`src/hdl/bpuPkg.sv`:
```
package bpuPkg;

    // predictor sizes
    localparam int HIST_BITS = 6;
    localparam int BHT_BITS  = 10;
    // history table index starts above the word offset
    localparam int PC_LO     = 2;

    // MIPS32 opcode fields used by the branch decoder
    localparam logic [5:0] OP_REGIMM    = 6'b000001;
    // beq, bne, blez, bgtz share the upper opcode bits
    localparam logic [3:0] OP_BRANCH_HI = 4'b0001;
    // regimm subcode bits 19..17 for bltz/bgez/bltzal/bgezal
    localparam logic [2:0] REGIMM_BR_LO = 3'b000;
    // likely variants of the same group
    localparam logic [2:0] REGIMM_BR_HI = 3'b001;

    // gray-ordered saturating counter, upper bit is the guess
    typedef enum logic [1:0] {
        StrongNot   = 2'b00,
        WeakNot     = 2'b01,
        WeakTaken   = 2'b11,
        StrongTaken = 2'b10
    } ctrState;

    // one instruction word, rt field read as register or regimm subcode
    typedef union packed {
        struct packed {
            logic [5:0]  opcode;
            logic [4:0]  rs;
            logic [4:0]  rt;
            logic [15:0] imm;
        } iForm;
        struct packed {
            logic [5:0]  opcode;
            logic [4:0]  rs;
            logic [4:0]  subcode;
            logic [15:0] imm;
        } regimmForm;
    } instrWord;

endpackage

```
`src/hdl/historyIf.sv`:
```
`timescale 1ns/1ps

interface historyIf;
    import bpuPkg::*;

    // history of the fetch PC, used as pattern table read index
    logic [HIST_BITS-1:0] fetchHist;
    // history of the resolving PC before its shift
    logic [HIST_BITS-1:0] trainHist;
    // one-cycle strobe, same cycle as branchE
    logic                 trainValid;
    logic                 trainTaken;

    modport histTable (
        output fetchHist,
        output trainHist,
        output trainValid,
        output trainTaken
    );

    modport counters (
        input fetchHist,
        input trainHist,
        input trainValid,
        input trainTaken
    );

endinterface

```
`src/hdl/patternTable.sv`:
```
`timescale 1ns/1ps

module patternTable (
    input  logic       clk,
    input  logic       rst,
    historyIf.counters hist,
    output logic       predTakeF
);
    import bpuPkg::*;

    localparam int ENTRIES = 1 << HIST_BITS;

    ctrState ctrMem [ENTRIES];
    ctrState fetchCtr;
    ctrState trainCtr;
    ctrState nextCtr;

    assign fetchCtr = ctrMem[hist.fetchHist];
    assign trainCtr = ctrMem[hist.trainHist];

    // upper counter bit is the guess
    assign predTakeF = fetchCtr[1];

    // one step along the chain, saturating at both ends
    always_comb begin
        case (trainCtr)
            StrongNot:   nextCtr = hist.trainTaken ? WeakNot     : StrongNot;
            WeakNot:     nextCtr = hist.trainTaken ? WeakTaken   : StrongNot;
            WeakTaken:   nextCtr = hist.trainTaken ? StrongTaken : WeakNot;
            StrongTaken: nextCtr = hist.trainTaken ? StrongTaken : WeakTaken;
            default:     nextCtr = StrongNot;
        endcase
    end

    // counters only move when a branch resolves
    always_ff @(posedge clk) begin
        if (rst) begin
            for (int i = 0; i < ENTRIES; i++) begin
                ctrMem[i] <= StrongNot;
            end
        end else if (hist.trainValid) begin
            ctrMem[hist.trainHist] <= nextCtr;
        end
    end

    // trained entry stays known and at most one gray step away
    assert property (
        @(posedge clk) disable iff (rst)
        hist.trainValid |=>
            !$isunknown(ctrMem[$past(hist.trainHist)]) &&
            ($countones(ctrMem[$past(hist.trainHist)] ^ $past(trainCtr)) <= 1)
    ) else $error("pattern counter left the legal chain");

endmodule

```
`src/flat_wrapper.sv`:
```
// flat-port wrapper written by rule: the top's interface ports become plain ports
module patternTable_flat import bpuPkg::*;
  (clk, rst, predTakeF, hist_fetchHist, hist_trainHist, hist_trainValid, hist_trainTaken);
  historyIf hist_i ();
  input  logic clk;
  input  logic rst;
  output logic predTakeF;
  input wire logic [$bits(hist_i.fetchHist)-1:0] hist_fetchHist;
  input wire logic [$bits(hist_i.trainHist)-1:0] hist_trainHist;
  input wire logic [$bits(hist_i.trainValid)-1:0] hist_trainValid;
  input wire logic [$bits(hist_i.trainTaken)-1:0] hist_trainTaken;
  assign hist_i.fetchHist = hist_fetchHist;
  assign hist_i.trainHist = hist_trainHist;
  assign hist_i.trainValid = hist_trainValid;
  assign hist_i.trainTaken = hist_trainTaken;
  patternTable u_core (.clk(clk), .rst(rst), .hist(hist_i), .predTakeF(predTakeF));
endmodule
```
`config.mk`:
```
export PLATFORM = sky130hd
export DESIGN_NAME = patternTable_flat
export DESIGN_NICKNAME = d
export VERILOG_FILES = /design/src/hdl/bpuPkg.sv /design/src/hdl/historyIf.sv /design/src/hdl/patternTable.sv /design/src/flat_wrapper.sv
export SDC_FILE = /design/constraint.sdc
export NUM_CORES = 1
export LEC_CHECK = 0
export ABC_AREA = 1
export BUFFER_PORTS_ARGS = -buffer_cell sky130_fd_sc_hd__clkbuf_2
export CAP_MARGIN = 20
export CORE_ASPECT_RATIO = 1.4
export CORE_MARGIN = 4
export CORE_UTILIZATION = 46
export CTS_CLUSTER_DIAMETER = 30
export DETAILED_ROUTE_END_ITERATION = 10
export GPL_TIMING_DRIVEN = 0
export PLACE_DENSITY = 0.58
export SLEW_MARGIN = 15
export SYNTH_ARGS = -nofsm -noshare
export SYNTH_HDL_FRONTEND = slang
export SYNTH_SLANG_ARGS = --single-unit
```
`constraint.sdc`:
```
create_clock -name clk -period 2.6 [get_ports clk]
set_input_delay 0.52 -clock clk [delete_from_list [all_inputs] [get_ports clk]]
set_output_delay 0.52 -clock clk [all_outputs]
set_load 0.01 [all_outputs]
```
* After elaboration in Yosys (flattened, before gate mapping) *
Memory sizes are Yosys's and may differ from the RTL's.
Cells that the tools add are included.

word-level totals
  RAM bits = 128
  register bits = 0
  input port bits = 16
  memories = 1
  output and inout port bits = 1
  logic and storage cells = 19

cells by class
  equal/unequal tests = 3
  multiplexer cells = 13
  reduce and logical (&&, ||, !) cells = 2

memory list
  name           words  width  read ports  clocked after Yosys merged registers in  wr ports  RTL line            RTL
  u_core.ctrMem  64     2      2           0                                        64        patternTable.sv:13  ctrState ctrMem [ENTRIES];

operators with widths
  operator                                                                count
  1-bit 2-to-1 mux                                                        8
  2-bit one-hot mux with 4 select lines                                   1
  2-bit 2-to-1 mux                                                        3
  6-bit 2-to-1 mux                                                        1
  2-bit equality test (second input constant)                             2
  2-bit by 1-bit equality test with 1-bit output (second input constant)  1
  2-bit zero test                                                         1
  2-bit OR reduction                                                      1

* Depth between registers and ports, before layout *
  word-level depth = 5
  depth in mapped cells = 17

* Least setup slack after synthesis *
Ideal clock, no wire load.

  kind = input -> output
  start point = input hist_fetchHist[1]
  end point = output predTakeF
  setup slack = 0.463 ns
  buffers on the path = 2
  stages = 10
  arrival time = 1.617 ns
  data required time = 2.080 ns
  path through = clkbuf_1 -> clkbuf_1 -> o21ai_0 -> o22ai_1 -> nand2_1 -> nand2_1 -> nand2_1 -> nand3_1 -> nand3b_1 -> nand2_1

between the ends
  cells in the longest elaborated chain, start to end = 1

ends and longest elaborated chain
  what                    RTL line           RTL
  start, declared         flat_wrapper.sv:8  input wire logic [$bits(hist_i.fetchHist)-1:0] hist_fetchHist;
  memory read 64 x 2 bit  --
  end, declared           flat_wrapper.sv:7  output logic predTakeF;

Every way passes these cells.

* Worst setup path in the final report *
Ends and elaborated chain as after synthesis.

==> results.yml <==
outcome:
  status: "complete, no violations"
critical_path:
  critPathLaunchType: "input port"
  endpoint_kind: "output port"
  worst_ep_arrival_time_ns: 2.01
  worstSetupPathType: "in -> out"
  crit_fanout: 10
  cp.required_ns: 2.08
logic_synthesis:
  syn_avg_cell_area_um2: 7.82
  synth_nets: 1023
  yosysSeqAreaShare_pct: 48.8
  ys_types: 25
  synthCells: 1007
  ys_ff_latch: 128
  yosys_warnings: 0
  syn-cell-area_um2: 7870
global_route:
  grt_max_degree: 17
  antenna_found_initial: 0
  grt_pass1_wl_um: 42000
  first_global_vias: 6992
  grt.overflow.total: 0
  grt_use_total_pct: 30.0
clock_tree:
  clkLatencyLatePin_ns: 0.44
  tritoncts: "yes"
  cts_htree_levels: 4
  cts_setup_buffers: 0
  clk_pin_slew_ns: 0.06
  numClockSinks: 128
  clock_tree.root_cell: "clkbuf_16"
  cts_buffers: 17
  cts_buffer_depth: 2
detailed_routing:
  dr_total_vias: 7134
  drt_iter0_drc: 739
  ant_nets: 0
  routedWlPerCell_um: 22.3
  viasPerCell: 5.66
  first_pass_iters: 5
  drcViolationCount: 0
  drt_wl_total_um: 28100
sta:
  finalSetupViolations: 0
  hold_viol_final: 0
  rsz0062_at_grt: "no"
  worst_slew_pin_slew_ns: 0.975
  maxSlewHeadroom_pct: 35.0
  fin_skew_ns: 0.00840
  layout_setup_ws_ns: 0.0729
  fin_crit_sh_pct: 97.2
  max_freq_mhz: 396
  period_needed_ns: 2.53
  drv_slew: 0
floorplanning:
  die_w_um: 119
  ioPinCount: 17
  num_rows: 56
  core_um2: 16800
  fp.dieH_um: 163
  dieArea_um2: 19300
  initial_utilization_pct: 46.8
final_layout:
  largest_register: "u_core.ctrMem"
  layout-area-overhead-vs-synth_pct: 12.6
  layout-drive-gt1-share_pct: 16.2
  largest_reg_flops: 128
  fill_cells: 1670
  top_regs: "u_core.ctrMem (128)"
  antenna_cells: 0
  fin_util_pct: 52.7
  nets: 1061
pwr:
  power.net_switching_mw: 1.56
  p_int_mw: 3.76
  irDropWorstVdd_v: 0.000408
  power_frac_clock_pct: 39.4
  swShare_pct: 29.3
  seqPwrFrac_pct: 44.7
  p_per_area_nw_per_um2: 601
  p_leak_nw: 3.85
  p_comb_share_pct: 15.9
placement:
  hpwlAfterDp_um: 19600
  preCtsSetupSlack_ns: -0.652
  gp_congestion: 0.991
  portBuffers: 12
hold_path:
  hold_path.class: "in -> reg"
job:
  cap_violations: 0
[critical path, stage by stage]
cell      delay (ns)
buf_2           0.26
clkbuf_4        0.32
o21ai_0         0.11
o22ai_1         0.19
nand2_1         0.08
nand2_1         0.13
nand2_1         0.07
nand3_1         0.06
nand3b_1        0.07
nand2_1         0.07
clkbuf_2        0.12
[worst paths after layout]
check	start	to	slack, ns	depth (start not counted)
max reg2reg	u_core.ctrMem[16][0]	u_core.ctrMem[46][1]	0.44	10
max	hist_fetchHist[1]	predTakeF	0.07	11
min	hist_trainTaken	u_core.ctrMem[31][0]	0.72	4
min reg2reg	u_core.ctrMem[51][1]	u_core.ctrMem[31][0]	1.27	10
[Yosys cell counts (all sizes together)]
master	number	area, um^2
a21oi	67	523
buf	39	355
clkbuf	25	93.8
edfxtp	128	3840
inv	86	323
nand2	409	1560
nand3	50	250
nand3b	2	15.0
nor2	134	510
nor3	4	20.0
nor4	5	62.6
o211ai	1	7.51
o21ai	40	200
o221ai	1	8.76
o22ai	13	81.3
or2	3	18.8
[cells in the final DEF, fill, tap and decap left out, drive strengths merged]
cell type and count:
clkinv 8, o21ai 40, clkinvlp 4, nand3 50, or2 3, a21oi 67
edfxtp 128, clkbuf 53, nand2 409, nand3b 2, o211ai 1, o221ai 1
nor4 5, o22ai 13, nor3 4, inv 86, nor2 134, buf 49
[power by group through the flow]
| stage | Combinational (mW) | Clock, mW | Sequential [mW] |
|---|---|---|---|
| floorplan | 0.542 | 0 | 2.40 |
| global placement | 0.814 | 0 | 2.42 |
| detailed placement | 0.822 | 0 | 2.42 |
| CTS | 0.830 | 2.10 | 2.38 |
| global route | 0.905 | 2.21 | 2.38 |
| finish | 0.847 | 2.10 | 2.38 |
[kinds of logic after synthesis]
kind of cell / share of synthesized area, %
and+or+nand+nor: 30.9
DFF: 48.8
buffers and inverters: 9.81
AOI/OAI and AO/OA: 10.4
[per-layer routing]
layer / vias up / track usage (%) / wire, um
met4: 0 / 18.0 / 1710
met3: 91 / 5.77 / 2350
li1: 3329 / - / -
met2: 356 / 49.9 / 13300
met5: - / 0 / 0
met1: 3358 / 36.3 / 10700
[repair_timing]
item / CTS / global route
hold buffers: 0 / 0
setup endpoints to repair: 58 / 66
gates resized for setup: 14 / 16
[cell type report]
class	count	area [um^2]	share of cell area [%]
Clock buffer	19	433	4.89
Tap cell	203	254	2.87
Inverter	86	323	3.64
Multi-Input combinational cell	729	3320	37.5
Buffer	64	477	5.38
Clock inverter	12	72.6	0.819
Sequential cell	128	3840	43.4
Timing Repair Buffer	19	135	1.53
[per-stage QoR]
stage	cell area [um^2]	std cells	TNS, ns	power, mW	hold slack [ns]
2_1_floorplan	7870	1007	0	2.94	0.870
3_3_place_gp	8190	1222	-126.60	3.23	1.14
3_5_place_dp	8310	1229	-52.52	3.24	1.14
4_1_cts	8840	1260	0	5.31	0.696
5_1_grt	8860	1260	0	5.49	0.738
6_report	8860	1260	0	5.32	0.716
Power figures use the tool's default switching activity.
